<file path="config.mk">
export PLATFORM = sky130hd
export DESIGN_NAME = phy_sop
export DESIGN_NICKNAME = d
export VERILOG_FILES = /design/src/verilog/phy_sop_pkg.sv /design/src/verilog/phy_sop_symbol_if.sv /design/src/verilog/phy_sop.sv /design/src/verilog/phy_sop_payload_decode.sv /design/src/verilog/phy_sop_kcode_match.sv /design/src/verilog/phy_sop_framer.sv
export SDC_FILE = /design/constraint.sdc
export NUM_CORES = 1
export LEC_CHECK = 0
export ABC_AREA = 1
export ABC_CLOCK_PERIOD_IN_PS = 2100
export BUFFER_PORTS_ARGS = -buffer_cell sky130_fd_sc_hd__buf_2
export CELL_PAD_IN_SITES_DETAIL_PLACEMENT = 1
export CELL_PAD_IN_SITES_GLOBAL_PLACEMENT = 2
export CORE_AREA = 5 5 100 102
export CTS_CLUSTER_DIAMETER = 120
export DETAILED_ROUTE_END_ITERATION = 6
export DIE_AREA = 0 0 105 107
export GPL_ROUTABILITY_DRIVEN = 0
export MAX_ROUTING_LAYER = met4
export PLACE_DENSITY = 0.77
export SETUP_SLACK_MARGIN = 0.02
export SYNTH_ARGS = -nofsm -noshare
export SYNTH_HDL_FRONTEND = slang
export SYNTH_SLANG_ARGS = --single-unit
</file>
<file path="constraint.sdc">
create_clock -name clk -period 2.1 [get_ports clk]
set_clock_uncertainty 0.05 [all_clocks]
set_input_delay 0.105 -clock clk [delete_from_list [all_inputs] [get_ports clk]]
set_output_delay 0.105 -clock clk [all_outputs]
set_load 0.03 [all_outputs]
</file>
<file path="src/verilog/phy_sop_pkg.sv">
`default_nettype none

package phy_sop_pkg;

    // Line code and payload widths
    typedef logic [4:0] symbol_t;
    typedef logic [3:0] nibble_t;
    typedef logic [1:0] kcode_idx_t;

    // K-codes, first received bit in bit 0
    localparam symbol_t K_SYNC_1 = 5'b11000;
    localparam symbol_t K_SYNC_2 = 5'b10001;
    localparam symbol_t K_SYNC_3 = 5'b00110;
    localparam symbol_t K_RST_1  = 5'b00111;
    localparam symbol_t K_RST_2  = 5'b11001;
    localparam symbol_t K_EOP    = 5'b01101;

    localparam int PREAMBLE_BITS = 64;

    typedef enum logic [2:0] {
        sop_sop         = 3'd0,
        sop_prime       = 3'd1,
        sop_dprime      = 3'd2,
        sop_hard_reset  = 3'd3,
        sop_cable_reset = 3'd4,
        sop_none        = 3'd7
    } sop_type_t;

    typedef enum logic [1:0] {
        st_preamble,
        st_kcode,
        st_payload,
        st_idle
    } frame_state_t;

endpackage

`default_nettype wire
</file>
<file path="src/verilog/phy_sop_symbol_if.sv">
`timescale 1ns/100ps
`default_nettype none

interface phy_sop_symbol_if;
    import phy_sop_pkg::*;

    logic       valid;
    symbol_t    symbol;
    logic       kcode;
    kcode_idx_t idx;
    // EOP seen, framer goes idle
    logic       stop;

    modport framer (output valid, output symbol, output kcode, output idx, input stop);

    modport kcode_sink (input valid, input symbol, input kcode, input idx);

    modport payload_sink (input valid, input symbol, input kcode, output stop);

endinterface

`default_nettype wire

</file>
<file path="src/verilog/phy_sop.sv">
`timescale 1ns/100ps
`default_nettype none

module phy_sop #(
    parameter int payload_timeout = 4095
) (
    input  wire                     clk,
    input  wire                     rst_n,
    input  wire                     clr,
    // From the BMC decoder
    input  wire                     bit_in,
    input  wire                     bit_valid,
    output phy_sop_pkg::sop_type_t  sop_type,
    output logic                    sop_type_valid,
    output phy_sop_pkg::nibble_t    payload,
    output logic                    payload_valid,
    output logic                    eop,
    output logic                    payload_error,
    output logic                    timeout
);

    logic timer_arm;

    phy_sop_symbol_if sym ();

    phy_sop_framer framer_i (
        .clk       (clk),
        .rst_n     (rst_n),
        .clr       (clr),
        .bit_in    (bit_in),
        .bit_valid (bit_valid),
        .sym       (sym.framer)
    );

    phy_sop_kcode_match kcode_match_i (
        .clk            (clk),
        .rst_n          (rst_n),
        .clr            (clr),
        .sym            (sym.kcode_sink),
        .sop_type       (sop_type),
        .sop_type_valid (sop_type_valid),
        .timer_arm      (timer_arm)
    );

    phy_sop_payload_decode #(
        .payload_timeout (payload_timeout)
    ) payload_decode_i (
        .clk           (clk),
        .rst_n         (rst_n),
        .clr           (clr),
        .timer_arm     (timer_arm),
        .sym           (sym.payload_sink),
        .payload       (payload),
        .payload_valid (payload_valid),
        .eop           (eop),
        .payload_error (payload_error),
        .timeout       (timeout)
    );

endmodule

`default_nettype wire

</file>
<file path="src/verilog/phy_sop_payload_decode.sv">
`timescale 1ns/100ps
`default_nettype none

module phy_sop_payload_decode #(
    parameter int payload_timeout = 4095
) (
    input  wire                     clk,
    input  wire                     rst_n,
    input  wire                     clr,
    input  wire                     timer_arm,
    phy_sop_symbol_if.payload_sink  sym,
    output phy_sop_pkg::nibble_t    payload,
    output logic                    payload_valid,
    output logic                    eop,
    output logic                    payload_error,
    output logic                    timeout
);
    import phy_sop_pkg::*;

    localparam int cnt_w = $clog2(payload_timeout + 1);

    logic             take;
    logic             is_eop;
    logic             dec_hit;
    nibble_t          dec_nibble;
    logic             timer_run;
    logic [cnt_w-1:0] timer_cnt;
    logic             expire;

    assign take   = sym.valid && !sym.kcode;
    assign is_eop = (sym.symbol == K_EOP);

    //////////////////////////////////////////////////////////////////////
    // 4b5b decode
    //////////////////////////////////////////////////////////////////////

    always_comb begin
        dec_hit    = 1'b1;
        dec_nibble = 4'h0;
        case (sym.symbol)
            5'b11110: dec_nibble = 4'h0;
            5'b01001: dec_nibble = 4'h1;
            5'b10100: dec_nibble = 4'h2;
            5'b10101: dec_nibble = 4'h3;
            5'b01010: dec_nibble = 4'h4;
            5'b01011: dec_nibble = 4'h5;
            5'b01110: dec_nibble = 4'h6;
            5'b01111: dec_nibble = 4'h7;
            5'b10010: dec_nibble = 4'h8;
            5'b10011: dec_nibble = 4'h9;
            5'b10110: dec_nibble = 4'ha;
            5'b10111: dec_nibble = 4'hb;
            5'b11010: dec_nibble = 4'hc;
            5'b11011: dec_nibble = 4'hd;
            5'b11100: dec_nibble = 4'he;
            5'b11101: dec_nibble = 4'hf;
            default:  dec_hit    = 1'b0;
        endcase
    end

    always_ff @(posedge clk or negedge rst_n) begin
        if (!rst_n) begin
            payload_valid <= 1'b0;
            eop           <= 1'b0;
            payload_error <= 1'b0;
            timeout       <= 1'b0;
        end else begin
            payload_valid <= take && dec_hit;
            eop           <= take && is_eop;
            payload_error <= take && !dec_hit && !is_eop;
            // A symbol in the same cycle restarts the gap instead
            timeout       <= expire && !take;
        end
    end

    always_ff @(posedge clk) begin
        if (take) begin
            payload <= dec_nibble;
        end
    end

    assign sym.stop = eop;

    //////////////////////////////////////////////////////////////////////
    // Payload gap timer
    //////////////////////////////////////////////////////////////////////

    assign expire = timer_run && (timer_cnt == cnt_w'(payload_timeout));

    always_ff @(posedge clk or negedge rst_n) begin
        if (!rst_n) begin
            timer_run <= 1'b0;
            timer_cnt <= '0;
        end else if (clr) begin
            timer_run <= 1'b0;
            timer_cnt <= '0;
        end else if (timer_arm) begin
            timer_run <= 1'b1;
            timer_cnt <= '0;
        end else if (take) begin
            timer_cnt <= '0;
            if (is_eop) begin
                timer_run <= 1'b0;
            end
        end else if (expire) begin
            timer_run <= 1'b0;
        end else if (timer_run) begin
            timer_cnt <= timer_cnt + 1'b1;
        end
    end

endmodule

`default_nettype wire

</file>
<file path="src/verilog/phy_sop_kcode_match.sv">
`timescale 1ns/100ps
`default_nettype none

module phy_sop_kcode_match (
    input  wire                     clk,
    input  wire                     rst_n,
    input  wire                     clr,
    phy_sop_symbol_if.kcode_sink    sym,
    output phy_sop_pkg::sop_type_t  sop_type,
    output logic                    sop_type_valid,
    output logic                    timer_arm
);
    import phy_sop_pkg::*;

    // Sticky flags, index is the ordered set position
    logic [2:0] s1_hit;
    logic [3:1] s3_hit;
    logic [2:0] r1_hit;
    logic       s2_hit;
    logic       r2_hit;

    logic [2:0] s1_nxt;
    logic [3:1] s3_nxt;
    logic [2:0] r1_nxt;
    logic       s2_nxt;
    logic       r2_nxt;

    logic       take;
    logic       set_done;
    sop_type_t  type_nxt;

    function automatic logic three_of_four(input logic [3:0] v);
        return (v[0] & v[1] & v[2]) | (v[0] & v[1] & v[3]) |
               (v[0] & v[2] & v[3]) | (v[1] & v[2] & v[3]);
    endfunction

    assign take     = sym.valid && sym.kcode;
    assign set_done = take && (sym.idx == 2'd3);

    always_comb begin
        s1_nxt = s1_hit;
        s3_nxt = s3_hit;
        r1_nxt = r1_hit;
        s2_nxt = s2_hit;
        r2_nxt = r2_hit;
        if (take) begin
            if (sym.idx != 2'd3) begin
                s1_nxt[sym.idx] = s1_hit[sym.idx] | (sym.symbol == K_SYNC_1);
                r1_nxt[sym.idx] = r1_hit[sym.idx] | (sym.symbol == K_RST_1);
            end else begin
                s2_nxt = s2_hit | (sym.symbol == K_SYNC_2);
                r2_nxt = r2_hit | (sym.symbol == K_RST_2);
            end
            if (sym.idx != 2'd0) begin
                s3_nxt[sym.idx] = s3_hit[sym.idx] | (sym.symbol == K_SYNC_3);
            end
        end
    end

    //////////////////////////////////////////////////////////////////////
    // Ordered set classifier, vectors are {pos3, pos2, pos1, pos0}
    //////////////////////////////////////////////////////////////////////

    always_comb begin
        if (three_of_four({s3_nxt[3], s3_nxt[2], s1_nxt[1], s1_nxt[0]})) begin
            type_nxt = sop_prime;
        end else if (three_of_four({s3_nxt[3], s1_nxt[2], s3_nxt[1], s1_nxt[0]})) begin
            type_nxt = sop_dprime;
        end else if (three_of_four({r2_nxt, r1_nxt[2], r1_nxt[1], r1_nxt[0]})) begin
            type_nxt = sop_hard_reset;
        end else if (three_of_four({s3_nxt[3], r1_nxt[2], s1_nxt[1], r1_nxt[0]})) begin
            type_nxt = sop_cable_reset;
        end else if (three_of_four({s2_nxt, s1_nxt[2], s1_nxt[1], s1_nxt[0]})) begin
            type_nxt = sop_sop;
        end else begin
            type_nxt = sop_none;
        end
    end

    always_ff @(posedge clk or negedge rst_n) begin
        if (!rst_n) begin
            s1_hit   <= 3'b000;
            s3_hit   <= 3'b000;
            r1_hit   <= 3'b000;
            s2_hit   <= 1'b0;
            r2_hit   <= 1'b0;
            sop_type <= sop_none;
        end else if (clr) begin
            s1_hit   <= 3'b000;
            s3_hit   <= 3'b000;
            r1_hit   <= 3'b000;
            s2_hit   <= 1'b0;
            r2_hit   <= 1'b0;
            sop_type <= sop_none;
        end else begin
            s1_hit <= s1_nxt;
            s3_hit <= s3_nxt;
            r1_hit <= r1_nxt;
            s2_hit <= s2_nxt;
            r2_hit <= r2_nxt;
            if (set_done) begin
                sop_type <= type_nxt;
            end
        end
    end

    // Reset ordered sets carry no payload, so no gap timer
    always_ff @(posedge clk or negedge rst_n) begin
        if (!rst_n) begin
            sop_type_valid <= 1'b0;
            timer_arm      <= 1'b0;
        end else begin
            sop_type_valid <= set_done;
            timer_arm      <= set_done && (type_nxt != sop_hard_reset) &&
                              (type_nxt != sop_cable_reset);
        end
    end

endmodule

`default_nettype wire

</file>
<file path="src/verilog/phy_sop_framer.sv">
`timescale 1ns/100ps
`default_nettype none

module phy_sop_framer (
    input  wire             clk,
    input  wire             rst_n,
    input  wire             clr,
    input  wire             bit_in,
    input  wire             bit_valid,
    phy_sop_symbol_if.framer sym
);
    import phy_sop_pkg::*;

    localparam int pre_w = $clog2(PREAMBLE_BITS);

    frame_state_t     state;
    logic [pre_w-1:0] preamble_cnt;
    logic [2:0]       bit_cnt;
    logic [3:0]       shift;
    kcode_idx_t       kidx;
    logic             assembling;
    logic             sym_done;

    assign assembling = (state == st_kcode) || (state == st_payload);
    assign sym_done   = assembling && bit_valid && (bit_cnt == 3'd4);

    //////////////////////////////////////////////////////////////////////
    // Frame phase FSM
    //////////////////////////////////////////////////////////////////////

    always_ff @(posedge clk or negedge rst_n) begin
        if (!rst_n) begin
            state        <= st_preamble;
            preamble_cnt <= '0;
            bit_cnt      <= 3'd0;
            kidx         <= 2'd0;
            sym.valid    <= 1'b0;
            sym.kcode    <= 1'b0;
            sym.idx      <= 2'd0;
        end else if (clr) begin
            state        <= st_preamble;
            preamble_cnt <= '0;
            bit_cnt      <= 3'd0;
            kidx         <= 2'd0;
            sym.valid    <= 1'b0;
            sym.kcode    <= 1'b0;
            sym.idx      <= 2'd0;
        end else begin
            sym.valid <= sym_done;
            sym.kcode <= (state == st_kcode);
            sym.idx   <= kidx;
            if (assembling && bit_valid) begin
                bit_cnt <= sym_done ? 3'd0 : bit_cnt + 3'd1;
            end
            case (state)
                st_preamble: begin
                    // Counter wraps back to zero on the last preamble bit
                    if (bit_valid) begin
                        preamble_cnt <= preamble_cnt + 1'b1;
                        if (preamble_cnt == pre_w'(PREAMBLE_BITS - 1)) begin
                            state <= st_kcode;
                        end
                    end
                end
                st_kcode: begin
                    if (sym_done) begin
                        kidx <= kidx + 2'd1;
                        if (kidx == 2'd3) begin
                            state <= st_payload;
                        end
                    end
                end
                st_payload: begin
                    if (sym.stop) begin
                        state <= st_idle;
                    end
                end
                default: ;
            endcase
        end
    end

    // Bits enter at the top, first bit ends in bit 0
    always_ff @(posedge clk) begin
        if (bit_valid) begin
            shift <= {bit_in, shift[3:1]};
        end
        if (sym_done) begin
            sym.symbol <= {bit_in, shift};
        end
    end

endmodule

`default_nettype wire

</file>
# After elaboration in Yosys (flattened, before gate mapping)
# Cells that the tools add are included.
dict set report word_totals {
  word_cells 221
  in_bits 5
  reg_bits 63
}
dict set report op_classes {
  addsub 4
  magnitude_cmp 2
  n_eq_ne 39
  n_reduce_logical 36
  muxes 64
  bitwise_logic 52
}
# cell n
set ops {}
lappend ops {{$eq A5 B5 Y1 const B} 14}
lappend ops {{$mux W12} 5}
lappend ops {{$pmux W4 S15} 1}
lappend ops {{$mux W3} 19}
lappend ops {{$and A1 B1 Y1} 32}
lappend ops {{$eq A5 B4 Y1 const B} 6}
lappend ops {{$mux W2} 10}
lappend ops {{$or A1 B1 Y1} 20}
lappend ops {{$mux W1} 18}
lappend ops {{$mux W6} 3}
lappend ops {{$reduce_or A16 Y1} 1}
lappend ops {{$logic_and A1 B1 Y1} 14}
lappend ops {{$reduce_bool A2 Y1} 7}
lappend ops {{$add A12 B1 Y12 const B} 1}
lappend ops {{$eq A12 B12 Y1 const B} 1}
lappend ops {{$ne A3 B2 Y1 const B} 4}
lappend ops {{$reduce_bool A4 Y1} 3}
lappend ops {{$eq A5 B3 Y1 const B} 2}
lappend ops {{$bwmux W3} 3}
lappend ops {{$ne A3 B3 Y1 const B} 3}
lappend ops {{$reduce_and A2 Y1} 4}
lappend ops {{$add A6 B1 Y6 const B} 1}
lappend ops {{$bmux W1 S2} 3}
lappend ops {{$eq A2 B2 Y1 const B} 3}
lappend ops {{16 further kinds} 19}

# Logic depth before layout (Yosys ltp)
# Gate-level depths: netlist of the first run.
dict set report logic_depth {
  word_depth 20
  mapped_depth 16
}

# Modules after synthesis
# Synthesis of the first run repeated with hierarchy kept, for this count alone.
dict set report unflattened {
  hier_cells 453
  hier_area_um2 3608.5
}
# mod n_inst area_each_um2 cells_per_inst
set by_module_without_submodules {}
lappend by_module_without_submodules {phy_sop_framer 1 1244.9 124}
lappend by_module_without_submodules {phy_sop_payload_decode 1 1242.4 168}
lappend by_module_without_submodules {phy_sop_kcode_match 1 1121.1 161}

# Least setup slack after synthesis of the first run
# Ideal clock, no wire load.
dict set report synth_timing {
  kind {reg-to-reg}
  startpoint {register framer_i.state[1]}
  endpoint {register framer_i.state[0]}
  setup_slack_ns 0.225
  setup_time_ns 0.122
  t_arrival_ns 1.702
  path_stages_with_launch 12
  required_time_ns 1.928
  path_cell_list {dfrtp_1 -> inv_1 -> ha_1 -> nand2_1 -> inv_1 -> nand3_1 -> inv_1 -> nand2_1 -> a221oi_1 -> nand2_1 -> a21oi_1 -> a21oi_1}
}
dict set report synth_between {
  elab_chain_len 6
}
# element line_no
set synth_lines {}
lappend synth_lines {{start: declaration} phy_sop_framer.sv:16} ;# frame_state_t state;
lappend synth_lines {{start signal: assignment} phy_sop_framer.sv:33} ;# state <= st_preamble;
lappend synth_lines {{start signal: assignment} phy_sop_framer.sv:41} ;# state <= st_preamble;
lappend synth_lines {{start signal: assignment} phy_sop_framer.sv:61} ;# state <= st_kcode;
lappend synth_lines {{$eq A2 B1 Y1 / $eq A2 B2 Y1 (equally long branches)} phy_sop_framer.sv:24} ;# assign assembling = (state == st_kcode) || (state == st_payload);
lappend synth_lines {{$logic_or A1 B1 Y1 (*)} phy_sop_framer.sv:24}
lappend synth_lines {{$logic_and A1 B1 Y1 (*) (2 in series)} phy_sop_framer.sv:25} ;# assign sym_done = assembling && bit_valid && (bit_cnt == 3'd4);
lappend synth_lines {{named net framer_i.sym_done} phy_sop_framer.sv:22} ;# logic sym_done;
lappend synth_lines {{$ne A3 B2 Y1 (no line) (*)} -}
lappend synth_lines {{$reduce_and A6 Y1 (no line) (*)} -}
# Mark *: on every way through the listed nets, which the timed path passes. The rest lies on a longest branch.
# A chain may end at the register's enable or synchronous reset.

# Worst setup path after layout of the first run
dict set report layout_timing {
  startpoint {register framer_i.sym.idx[0]}
  endpoint {register kcode_match_i.timer_arm}
}
dict set report layout_between {
  elab_chain_len 20
}
# element line_no
set layout_lines {}
lappend layout_lines {{start: declaration} phy_sop_symbol_if.sv:14} ;# modport framer (output valid, output symbol, output kcode, output idx, input stop);
lappend layout_lines {{start signal: assignment} phy_sop_framer.sv:51} ;# sym.idx <= kidx;
lappend layout_lines {{$lt A2 B3 Y1 (implied by the code) / $ge A2 B1 Y1 (equally long branches)} {phy_sop_kcode_match.sv:48, phy_sop_kcode_match.sv:49, phy_sop_kcode_match.sv:55}}
lappend layout_lines {{$logic_and A1 B1 Y1 (implied by the code)} {phy_sop_kcode_match.sv:48, phy_sop_kcode_match.sv:49, phy_sop_kcode_match.sv:55}}
lappend layout_lines {{$mux W1 (implied by the code)} {phy_sop_kcode_match.sv:48, phy_sop_kcode_match.sv:49, phy_sop_kcode_match.sv:55}}
lappend layout_lines {{$demux W1 S2} -}
lappend layout_lines {{$bwmux W3} phy_sop_kcode_match.sv:48} ;# s1_nxt[sym.idx] = s1_hit[sym.idx] | (sym.symbol == K_SYNC_1);
lappend layout_lines {{$mux W3} phy_sop_kcode_match.sv:47} ;# if (sym.idx != 2'd3) begin
lappend layout_lines {{$mux W3} phy_sop_kcode_match.sv:46} ;# if (take) begin
lappend layout_lines {{$and A1 B1 Y1 (2 in series)} phy_sop_kcode_match.sv:33} ;# return (v[0] & v[1] & v[2]) | (v[0] & v[1] & v[3]) |
lappend layout_lines {{[3 not listed]} -}
lappend layout_lines {{$mux W3} phy_sop_kcode_match.sv:73} ;# end else if (three_of_four({s2_nxt, s1_nxt[2], s1_nxt[1], s1_nxt[0]})) begin
lappend layout_lines {{$mux W3} phy_sop_kcode_match.sv:71} ;# end else if (three_of_four({s3_nxt[3], r1_nxt[2], s1_nxt[1], r1_nxt[0]})) begin
lappend layout_lines {{$mux W3} phy_sop_kcode_match.sv:69} ;# end else if (three_of_four({r2_nxt, r1_nxt[2], r1_nxt[1], r1_nxt[0]})) begin
lappend layout_lines {{$mux W3} phy_sop_kcode_match.sv:67} ;# end else if (three_of_four({s3_nxt[3], s1_nxt[2], s3_nxt[1], s1_nxt[0]})) begin
lappend layout_lines {{$mux W3} phy_sop_kcode_match.sv:65} ;# if (three_of_four({s3_nxt[3], s3_nxt[2], s1_nxt[1], s1_nxt[0]})) begin
lappend layout_lines {{$ne A3 B2 Y1} phy_sop_kcode_match.sv:114} ;# timer_arm <= set_done && (type_nxt != sop_hard_reset) &&
lappend layout_lines {{$logic_and A1 B1 Y1} phy_sop_kcode_match.sv:114}
lappend layout_lines {{$logic_and A1 B1 Y1 (*)} phy_sop_kcode_match.sv:114}
lappend layout_lines {{end signal: assignment} phy_sop_kcode_match.sv:114}
lappend layout_lines {{end: declaration} phy_sop_kcode_match.sv:11} ;# output logic timer_arm
# Mark *: on every way between the ends. The rest lies on a longest branch, timed or not. The select of a mux whose other input is x is not followed.

==> summary.txt, run 1 <==
Logic synthesis
  – Syn Nets: 412
  – Ys async rst share: 0.7937
  – Top cell type by total area after synthesis: dfrtp_1
  – Syn. warnings: 0
  – Sequential fraction of the synthesis area: 0.5071
  – Largest cells by area after synthesis: dfrtp_1 36%, edfxtp_1 12%, nand2_1 11%
  – Ys flop type: dfrtp_1
  – Post-synth cell types: 33
  – EDFF count, synth: 13
  – Yosys reg bits: 63
  – Synthesized area: 3244 um2
  – Syn Area/Cell: 8.131 um2
  – Synth top area share: 0.3625
  – Synth Instances: 399

Die
  – Site Rows: 35
  – Die width: 105 um
  – DIE HEIGHT: 107 um
  – Core Region: 9021 um2
  – Ports: 17
  – Die area: 11240 um2
  – Effective utilization at floorplan: 0.3596

Clock tree
  – Clock Pin Slew Worst Setup and Hold Paths: 0.08 ns
  – Root buffer cell: clkbuf_8
  – Sink Count: 63
  – TritonCTS Buffers: 9
  – H-tree depth: 3
  – Clock tree buffer depth: 2
  – Worst skew pair latency: 0.34 ns
  – CTS tree: done

GRT
  – Vias in the first global route: 2801
  – Initial antenna violation count: 0
  – Gr usage total: 0.1521
  – Largest net degree at the start of global routing: 51
  – Total grt overflow: 0
  – First-pass GRT wire length: 13570 um

Place
  – Port Buffers: 16
  – HPWL Detailed: approximately 5900 um

STA
  – Slew headroom: 0.5546
  – Worst-margin pin slew: 0.6680 ns
  – Final Max Tran Viols: 0
  – Fin crit period: between 1.5 and 2 ns
  – Setup-failing EPs final: 0
  – Sum Neg Setup Slack: 0 ns
  – Final Hold Vio Count: 0
  – Hold_ws: about 0.050 ns
  – Crit share post-route: 0.9330
  – Fmax: roughly 510 MHz
  – RSZ-0062 raised after global routing: true

Finish
  – Most frequent cells in the layout: 89 x nand2_1, 61 x nor2_1, 50 x inv_1
  – Fin nets: 446
  – Layout cells sized above 1: 0.1712
  – Antenna cells: 0
  – Layout area overhead: 15.81%
  – Fillers: 1117
  – Commonest non-fill, non-tap cell in the layout: nand2_1

Power and ir drop
  – Cell Pwr Density: 719.6 nW/um2
  – LEAKAGE: 1.813 nW
  – Peak VDD IR: 0.0003871 V

Routing
  – Final wirelength: 7852 um
  – DRC: 0
  – Total iterations of the first detailed-routing run: 4
  – Antenna Nets Post-Route: 0
  – Drt wl/cell: approximately 14 um
  – Via-per-instance ratio: between 4 and 5
  – Initial DRC count: 63
  – Vias: 2693

Worst hold path
  – Hold WC Path Type: input port to register

Critical path
  – Worst endpoint data arrival time: 2.13 ns
  – Most frequent CP cell: nand2_1
  – Crit. End Element: register
  – Critical path peak fanout: 7
  – Critical path cell sequence: buf_4, nor3_4, nand3_1, nand2_2, nand2_1, nand2_1, nand2_1, nor2_2, nand2_1, o21ai_0, nor2_1
  – CP Class: register to register
  – Worst path required time: 2.28 ns
  – Slowest stage delay, CP: 0.46 ns
  – Worst setup SP type: register
  – Slowest-stage cell, CP: dfrtp_2

Job
  – Max-Cap Viols: 0

Run status
  – Outcome: finished, final reports clean
-- worst max-delay path, delay by kind of cell, from the launching register on --
kind | cells | cell delay (ns)
buffers and inverters | 1 | 0.16
AOI/OAI and AO/OA | 1 | 0.15
DFF | 1 | 0.46
and+or+nand+nor | 9 | 1.03
-- final timing paths --
| path | from | endpoint | slack [ns] | cells past startpoint |
|---|---|---|---|---|
| max in group asynchronous | rst_n | framer_i.sym.idx[1] | 1.14 | 3 |
| worst max register to register | framer_i.sym.idx[0] | kcode_match_i.timer_arm | 0.14 | 11 |
| worst max-delay path | framer_i.sym.idx[0] | kcode_match_i.timer_arm | 0.14 | 11 |
| worst min-delay path | clr | payload_decode_i.timer_run | 0.05 | 2 |
| worst min register to register | framer_i.shift[0] | framer_i.sym.symbol[0] | 0.38 | 0 |
| min in group asynchronous | rst_n | payload_decode_i.timer_cnt[4] | 0.34 | 3 |
-- cells in the mapped netlist (3+ instances only) --
cell,number
nand2_1,95
nor2_1,63
inv_1,51
dfrtp_1,47
nand3_1,34
o21ai_0,20
a21oi_1,15
edfxtp_1,13
ha_1,8
nor3_1,7
xor2_1,5
nand2_2,4
nand4_1,4
dfstp_2,3
nor3b_1,3
nor4_1,3
or2_2,3
-- kinds of logic after synthesis --
logic type / after synthesis / synth area share
buffers and inverters: 57 / 0.06826
AO/OA/AOI/OAI: 41 / 0.07096
AND/OR/NAND/NOR: 222 / 0.2996
multiplexers: 2 / 0.006941
flip-flops: 63 / 0.5071
adder cells (fa/ha/maj): 8 / 0.03085
XOR/XNOR: 6 / 0.01620
-- what timing repair did --
action                                  4_1_cts  5_1_grt
endpoints found under the hold margin        49        0
pin swaps                                     0        3
buffers inserted                              0        0
hold buffers                                  2        0
gates resized for setup                       1       17
endpoints found under the setup margin        1       15
-- state kept, by name, indices dropped and copies added (netlist names), 2 cells and up --
name,count
kcode_match_i.r1_hit,3
kcode_match_i.s3_hit,3
framer_i.kidx,2
framer_i.preamble_cnt,6
payload_decode_i.timer_cnt,12
framer_i.sym.idx,2
kcode_match_i.s1_hit,3
framer_i.bit_cnt,3
framer_i.shift,4
framer_i.sym.symbol,5
payload_decode_i.payload,4
kcode_match_i.sop_type,3
framer_i.state,2
-- final cells by class --
type / count / area, um2 / area share
clock buffer: 10 / 137.6 / 0.03663
clock inverter: 6 / 43.79 / 0.01166
inverter: 53 / 198.9 / 0.05295
multi-input combinational: 279 / 1423 / 0.3786
sequential: 63 / 1648 / 0.4386
tap: 111 / 138.9 / 0.03696
timing repair buffer: 27 / 167.7 / 0.04462
-- through the flow --
| step | instances | util | area (um2) | power [mW] | worst slack [ns] |
|---|---|---|---|---|---|
| 6_report | 549 | 0.4165 | 3757 | 2.704 | 0.1406 |
| 5_1_grt | 549 | 0.4165 | 3757 | 2.854 | -0.06502 |
| 4_1_cts | 549 | 0.4115 | 3712 | 2.721 | 0.07042 |
| 3_5_place_dp | 531 | 0.3889 | 3508 | 1.718 | 0.01753 |
| 3_3_place_gp | 531 | 0.3889 | 3508 | 1.687 | 0.04454 |
| 2_1_floorplan | 399 | - | 3244 | 1.591 | 0.2254 |
-- where the power goes --
group | internal [mW] | switching [mW] | leakage [nW]
Clock | 0.465 | 0.520 | 0.0892
Sequential | 1.31 | 0.0455 | 0.799
Combinational | 0.123 | 0.243 | 0.924
Total | 1.90 | 0.808 | 1.81
-- per-layer routing --
metal | share of wire | vias up | track usage
li1 | - | 1354 | -
met1 | 0.49 | 1309 | 0.1999
met2 | 0.47 | 21 | 0.2433
met3 | 0.025 | 9 | 0.02228
met4 | 0.013 | 0 | 0.04932
met5 | 0 | - | -
No activity file was read; power rests on OpenSTA's default activity.
==> inputs of run 2 (changes only) <==
--- a/config.mk
+++ b/config.mk
@@ -17,6 +17,7 @@
 export GPL_ROUTABILITY_DRIVEN = 0
 export MAX_ROUTING_LAYER = met4
 export PLACE_DENSITY = 0.77
+export RECOVER_POWER = 25
 export SETUP_SLACK_MARGIN = 0.02
 export SYNTH_ARGS = -nofsm -noshare
 export SYNTH_HDL_FRONTEND = slang
==> summary.txt, run 2 (synthesized netlist as in run 1, its figures left out) <==
Worst hold path
  – Min-delay src: clr
  – Hold WC Path Type: input port to register

Finish
  – Commonest non-fill, non-tap cell in the layout: nand2_1
  – Largest register FFs: 12 (unchanged)
  – Fillers: 1116 (-0.090%)
  – Antenna cells: 0 (unchanged)
  – Largest registers: payload_decode_i.timer_cnt (12), framer_i.preamble_cnt (6), framer_i.sym.symbol (5)
  – Most frequent cells in the layout: 89 x nand2_1, 61 x nor2_1, 50 x inv_1
  – Fin nets: 446 (unchanged)
  – Layout area overhead: 15.66%
  – Layout cells sized above 1: 0.1667 (-0.004566)
  – Most flops, register: payload_decode_i.timer_cnt

Critical path
  – Most frequent CP cell: nand2_1
  – Worst path required time: 2.28 ns (about the same)
  – Start point of the critical path: framer_i.sym.idx[0]
  – CP endpoint: kcode_match_i.timer_arm
  – Slowest stage delay, CP: 0.46 ns (about the same)
  – CP Class: register to register
  – Critical path cell sequence: buf_4, nor3_4, nand3_1, nand2_2, nand2_1, nand2_1, nand2_1, nor2_2, nand2_1, o21ai_0, nor2_1
  – Worst R2R End: kcode_match_i.timer_arm
  – Worst setup SP type: register
  – Slowest-stage cell, CP: dfrtp_2
  – Reg2reg setup slack: 0.14 ns (about the same)
  – Crit. End Element: register
  – Worst endpoint data arrival time: 2.13 ns (about the same)
  – Worst R2R Start: framer_i.sym.idx[0]
  – Critical path peak fanout: 7 (unchanged)
  – R2R depth: 11 (unchanged)

Clock tree
  – Worst skew pair latency: 0.34 ns (about the same)
  – Root buffer cell: clkbuf_8
  – H-tree depth: 3 (unchanged)
  – Clock Pin Slew Worst Setup and Hold Paths: 0.08 ns (about the same)
  – CTS tree: done
  – Sink Count: 63 (unchanged)
  – Post-CTS Setup Bufs: 0 (unchanged)
  – TritonCTS Buffers: 9 (unchanged)
  – Clock tree buffer depth: 2 (unchanged)

GRT
  – Met3 Usage GRT: 0.02228 (unchanged)
  – Total grt overflow: 0 (unchanged)
  – Grt met1 use: 0.1999 (unchanged)
  – Busiest grt layer: met2
  – Largest net degree at the start of global routing: 51 (unchanged)
  – Gr usage total: 0.1521 (unchanged)
  – Met2 Use GR: 0.2433 (unchanged)
  – Initial antenna violation count: 0 (unchanged)
  – Vias in the first global route: 2801 (unchanged)
  – First-pass GRT wire length: 13570 um (unchanged)

Power and ir drop
  – LEAKAGE: 1.806 nW (-0.34%)
  – Cell Pwr Density: 720.3 nW/um2 (about the same)
  – Peak VDD IR: 0.0003871 V (about the same)
  – Final Power: 2.703 mW (about the same)

Die
  – Die area: 11240 um2 (unchanged)
  – DIE HEIGHT: 107 um (unchanged)
  – Site Rows: 35 (unchanged)
  – Die width: 105 um (unchanged)
  – Core Region: 9021 um2 (unchanged)
  – Effective utilization at floorplan: 0.3596 (unchanged)
  – Ports: 17 (unchanged)

STA
  – Crit share post-route: 0.9330 (unchanged)
  – Hold_ws: 0.05007 ns (+0.00008010 ns)
  – RSZ-0062 raised after global routing: true
  – Fmax: 510.4 MHz (unchanged)
  – Final Hold Vio Count: 0 (unchanged)
  – Final Max Tran Viols: 0 (unchanged)
  – Fin crit period: 1.959 ns (unchanged)
  – Setup-failing EPs final: 0 (unchanged)
  – Worst-margin pin slew: 1.299 ns (+0.6310 ns)
  – Slew headroom: 0.1340 (-0.4207)

Routing
  – DRC: 0 (unchanged)
  – Antenna Nets Post-Route: 0 (unchanged)
  – Vias: 2693 (unchanged)
  – Via-per-instance ratio: 4.905 (unchanged)
  – Total iterations of the first detailed-routing run: 4 (unchanged)
  – Final wirelength: 7852 um (unchanged)
  – Drt wl/cell: 14.30 um (unchanged)
  – Initial DRC count: 60 (-4.8%)

Run status
  – Outcome: finished, final reports clean

Job
  – Max-Cap Viols: 0 (unchanged)

Place
  – Port Buffers: 16 (unchanged)
  – HPWL Detailed: 5945 um (unchanged)
[run 2: layout make-up]
| cell class | instances | area [um2] | share of cell area |
|---|---|---|---|
| Tap cell | 111 | 138.9 | 0.03701 |
| Inverter | 53 | 198.9 | 0.05302 |
| Timing Repair Buffer | 27 | 162.7 | 0.04335 |
| Clock buffer | 10 | 137.6 | 0.03668 |
| Sequential cell | 63 | 1648 | 0.4391 |
| Clock inverter | 6 | 43.79 | 0.01167 |
| Multi-Input combinational cell | 279 | 1423 | 0.3791 |
[run 2: metal layers]
| metal | up-vias | wire, um |
|---|---|---|
| met5 | - | 0 |
| met4 | 0 | 102 |
| met3 | 9 | 190 |
| met2 | 21 | 3667 |
| met1 | 1309 | 3892 |
| li1 | 1354 | - |
[run 2: what timing repair did]
item / in CTS / in global routing
hold buffers: 2 / 0
pin swaps: 0 / 3
endpoints found under the setup margin: 1 / 15
hold endpoints to repair: 49 / 0
resized for setup: 1 / 17
[run 2: critical path: cells and delay by family, from the launching register on]
kind	cells	cell delay, ns
buffers and inverters	1	0.16
AO/OA/AOI/OAI	1	0.15
flip-flops	1	0.46
AND/OR/NAND/NOR	9	1.03
[run 2: how the worst min path moves through the flow]
stage | slack, ns | endpoint | depth (start not counted)
5_1_grt | 0.07 | payload_decode_i.timer_run | 2
2_1_floorplan | -0.24 | framer_i.bit_cnt[0] | 0
6_report | 0.05 | payload_decode_i.timer_run | 2
4_1_cts | 0.03 | payload_decode_i.timer_run | 2
3_5_place_dp | 0.23 | payload_decode_i.timer_cnt[5] | 2
3_3_place_gp | 0.23 | payload_decode_i.timer_cnt[3] | 2
[run 2: report_power, final]
group	internal [mW]	total [mW]	switching, mW
registers	1.31	1.35	0.0455
logic	0.121	0.364	0.243
clock network	0.465	0.985	0.520
[run 2: metrics by stage]
step | std cells | setup slack, ns | instance area, um2 | utilization | setup TNS, ns
after global routing | 549 | -0.06502 | 3752 | 0.4160 | -0.06502
after floorplan | 399 | 0.2254 | 3244 | - | 0
after global placement | 531 | 0.04454 | 3508 | 0.3889 | 0
final | 549 | 0.1406 | 3752 | 0.4160 | 0
after detailed placement | 531 | 0.01753 | 3508 | 0.3889 | 0
after CTS | 549 | 0.07042 | 3712 | 0.4115 | 0
==> inputs of run 3 (changes only) <==
--- a/config.mk
+++ b/config.mk
@@ -5,18 +5,18 @@
 export SDC_FILE = /design/constraint.sdc
 export NUM_CORES = 1
 export LEC_CHECK = 0
-export ABC_AREA = 1
+export ABC_AREA = 0
 export ABC_CLOCK_PERIOD_IN_PS = 2100
-export BUFFER_PORTS_ARGS = -buffer_cell sky130_fd_sc_hd__buf_2
 export CELL_PAD_IN_SITES_DETAIL_PLACEMENT = 1
 export CELL_PAD_IN_SITES_GLOBAL_PLACEMENT = 2
-export CORE_AREA = 5 5 100 102
+export CORE_AREA = 5 5 93 95
 export CTS_CLUSTER_DIAMETER = 120
 export DETAILED_ROUTE_END_ITERATION = 6
-export DIE_AREA = 0 0 105 107
+export DIE_AREA = 0 0 98 100
+export DONT_BUFFER_PORTS = 1
 export GPL_ROUTABILITY_DRIVEN = 0
 export MAX_ROUTING_LAYER = met4
-export PLACE_DENSITY = 0.77
+export PLACE_DENSITY = 0.76
 export RECOVER_POWER = 25
 export SETUP_SLACK_MARGIN = 0.02
 export SYNTH_ARGS = -nofsm -noshare
==> summary.txt, run 3 <==
STA
  – Crit share post-route: 0.9654 (+0.03238)
  – Final Max Tran Viols: 0 (unchanged)
  – Fin crit period: 2.027 ns (+0.06800 ns)
  – Fmax: 493.3 MHz (-3.4%)
  – Slew headroom: 0.1255 (-0.008466)
  – Final Hold Vio Count: 0 (unchanged)
  – Sum Neg Setup Slack: 0 ns (unchanged)
  – Worst-margin pin slew: 1.312 ns (+0.01270 ns)
  – RSZ-0062 raised after global routing: true
  – Setup-failing EPs final: 0 (unchanged)

Routing
  – Antenna Nets Post-Route: 0 (unchanged)
  – Via-per-instance ratio: 5.202 (+6.1%)
  – Vias: 2263 (-16%)
  – Drt wl/cell: 16.55 um (+16%)
  – Total iterations of the first detailed-routing run: 4 (unchanged)
  – Top Metal Used: met4
  – Initial DRC count: 62 (+3.3%)
  – Final wirelength: 7199 um (-8.3%)
  – DRC: 0 (unchanged)
  – DR WL met3: 193 um (+1.6%)
  – Routed met1 length: 3643 um (-6.4%)
  – WL met2: 3252 um (-11%)

Finish
  – Register area: 1645 um2 (-0.15%)
  – Most flops, register: payload_decode_i.timer_cnt
  – Antenna cells: 0 (unchanged)
  – Layout cells sized above 1: 0.2342 (+0.06757)
  – Largest register FFs: 12 (unchanged)
  – Most frequent cells in the layout: 47 x dfrtp_1, 41 x nor2_1, 26 x buf_4
  – Commonest non-fill, non-tap cell in the layout: dfrtp_1
  – Fillers: 837 (-25%)
  – Fin nets: 341 (-24%)
  – Design Area, Final: 3747 um2 (-0.13%)
  – Layout area overhead: 21.06%
  – Largest registers: payload_decode_i.timer_cnt (12), framer_i.preamble_cnt (6), framer_i.sym.symbol (5)
  – Area of the multi-input gates: 1431 um2 (+0.62%)

GRT
  – First-pass GRT wire length: 12200 um (-10%)
  – Gr usage total: 0.1622 (+0.01001)
  – Vias in the first global route: 2388 (-15%)
  – Largest net degree at the start of global routing: 51 (unchanged)
  – Initial antenna violation count: 0 (unchanged)
  – Total grt overflow: 0 (unchanged)

Die
  – Die area: 9800 um2 (-13%)
  – Site Rows: 32 (-8.6%)
  – Ports: 17 (unchanged)
  – Effective utilization at floorplan: 0.4048 (+0.04514)
  – Core Region: 7647 um2 (-15%)
  – Die width: 98 um (-6.7%)
  – DIE HEIGHT: 100 um (-6.5%)

Power and ir drop
  – Sw Share: 0.2201 (-0.07901)
  – Clock share of power: 0.468 (+0.104)
  – Seq pwr share: 0.509 (+0.008)
  – LEAKAGE: 1.553 nW (-14%)
  – Peak VDD IR: 0.0004256 V (+9.9%)
  – Design internal power: 1.936 mW (+2.2%)
  – Psw: 0.5465 mW (-32%)
  – Combinational fraction of design power: 0.024 (-0.111)
  – Cell Pwr Density: 662.6 nW/um2 (-8.0%)

Place
  – Port Buffers: 0 (-16)
  – Dpl cell area: 3284 um2 (-6.4%)
  – HPWL Detailed: 4560 um (-23%)

Job
  – Max-Cap Viols: 0 (unchanged)

Logic synthesis
  – Synth top cells by count: 47 x dfrtp_1, 43 x nor2_1, 20 x nand2_1
  – EDFF count, synth: 13 (unchanged)
  – Syn Nets: 311 (-25%)
  – Ys flop type: dfrtp_1
  – Most common cell in the netlist: dfrtp_1
  – Synth Instances: 298 (-25%)
  – Syn Area/Cell: 10.39 um2 (+28%)
  – Largest cells by area after synthesis: dfrtp_1 38%, edfxtp_1 13%, nor2_1 5.2%
  – Yosys reg bits: 63 (unchanged)
  – Ys async rst share: 0.7937 (unchanged)
  – Synthesized area: 3095 um2 (-4.6%)
  – Syn. warnings: 0 (unchanged)
  – Synth top area share: 0.3800 (+0.01744)
  – Post-synth cell types: 51 (+55%)
  – Sequential fraction of the synthesis area: 0.5315 (+0.02439)
  – Top cell type by total area after synthesis: dfrtp_1

Critical path
  – Crit. End Element: register
  – Worst setup SP type: register
  – CP Class: register to register
  – Worst path required time: 2.32 ns (+0.04 ns)
  – Reg2reg setup slack: 0.07 ns (-0.07 ns)
  – Critical path peak fanout: 6 (-1)
  – Worst endpoint data arrival time: 2.25 ns (+0.12 ns)

Clock tree
  – Sink Count: 63 (unchanged)
  – CTS tree: done
  – Root buffer cell: clkbuf_8
  – H-tree depth: 3 (unchanged)
  – Clock tree buffer depth: 2 (unchanged)
  – TritonCTS Buffers: 9 (unchanged)
  – Clock Pin Slew Worst Setup and Hold Paths: 0.07 ns (about the same)
  – Worst skew pair latency: 0.34 ns (about the same)

Worst hold path
  – Hold WC Path Type: input port to register

Run status
  – Outcome: finished, final reports clean
run 3: logic make-up after synthesis:
family | synth area share
adder cells (fa/ha/maj) | 0.03557
AND/OR/NAND/NOR | 0.1997
multiplexers | 0.009701
XOR/XNOR | 0.05093
flip-flops | 0.5315
AO/OA/AOI/OAI | 0.1281
buffers and inverters | 0.04446
run 3: final timing paths:
| kind | start | endpoint | cells past startpoint |
|---|---|---|---|
| worst min register to register | framer_i.shift[0] | framer_i.sym.symbol[0] | 0 |
| worst min-delay path | clr | kcode_match_i.sop_type[0] | 3 |
| max in group asynchronous | rst_n | framer_i.kidx[1] | 2 |
| worst max-delay path | framer_i.sym.symbol[2] | kcode_match_i.sop_type[0] | 6 |
| min in group asynchronous | rst_n | framer_i.preamble_cnt[3] | 2 |
| worst max register to register | framer_i.sym.symbol[2] | kcode_match_i.sop_type[0] | 6 |
run 3: stage by stage:
stage	util	power (mW)	hold WS [ns]	setup WS, ns	instances
6_report	0.4900	2.483	0.03967	0.07265	435
2_1_floorplan	-	1.309	-0.2406	0.1255	298
5_1_grt	0.4900	2.604	0.06250	-0.05152	435
3_3_place_gp	0.4295	1.301	-0.2390	-0.01001	405
3_5_place_dp	0.4295	1.302	-0.2386	0.0007765	405
4_1_cts	0.4755	2.522	0.02764	0.02720	430
run 3: critical path: stages (launching register included):
cell      delay (ns)
edfxtp_1        0.45
and3b_2         0.34
a31oi_4         0.21
a211oi_1        0.12
or4_4           0.51
a211oi_2        0.21
nor3_1          0.07
run 3: cell type report:
class,count,area share
sequential,63,0.4391
multi-input combinational,207,0.3820
timing repair buffer,34,0.07513
clock buffer,10,0.03406
tap,102,0.03406
clock inverter,6,0.02270
inverter,13,0.01302
run 3: repair_timing:
item	in CTS	in global routing
gates resized for setup	6	22
setup endpoints to repair	3	5
buffers inserted	2	5
hold buffers	7	0
endpoints found under the hold margin	88	0
pin swaps	2	5
run 3: power groups by stage:
stage / logic (mW) / registers (mW) / clock network (mW)
floorplan: 0.0233 / 1.29 / 0
global placement: 0.0145 / 1.29 / 0
detailed placement: 0.0146 / 1.29 / 0
CTS: 0.0668 / 1.26 / 1.19
global route: 0.0682 / 1.26 / 1.27
finish: 0.0587 / 1.26 / 1.16
run 3: layer usage:
metal  vias to the layer above  track usage
met5                         -            -
met4                         0      0.05857
met3                         9      0.04170
met2                        24       0.2398
met1                      1122       0.2163
li1                       1108            -
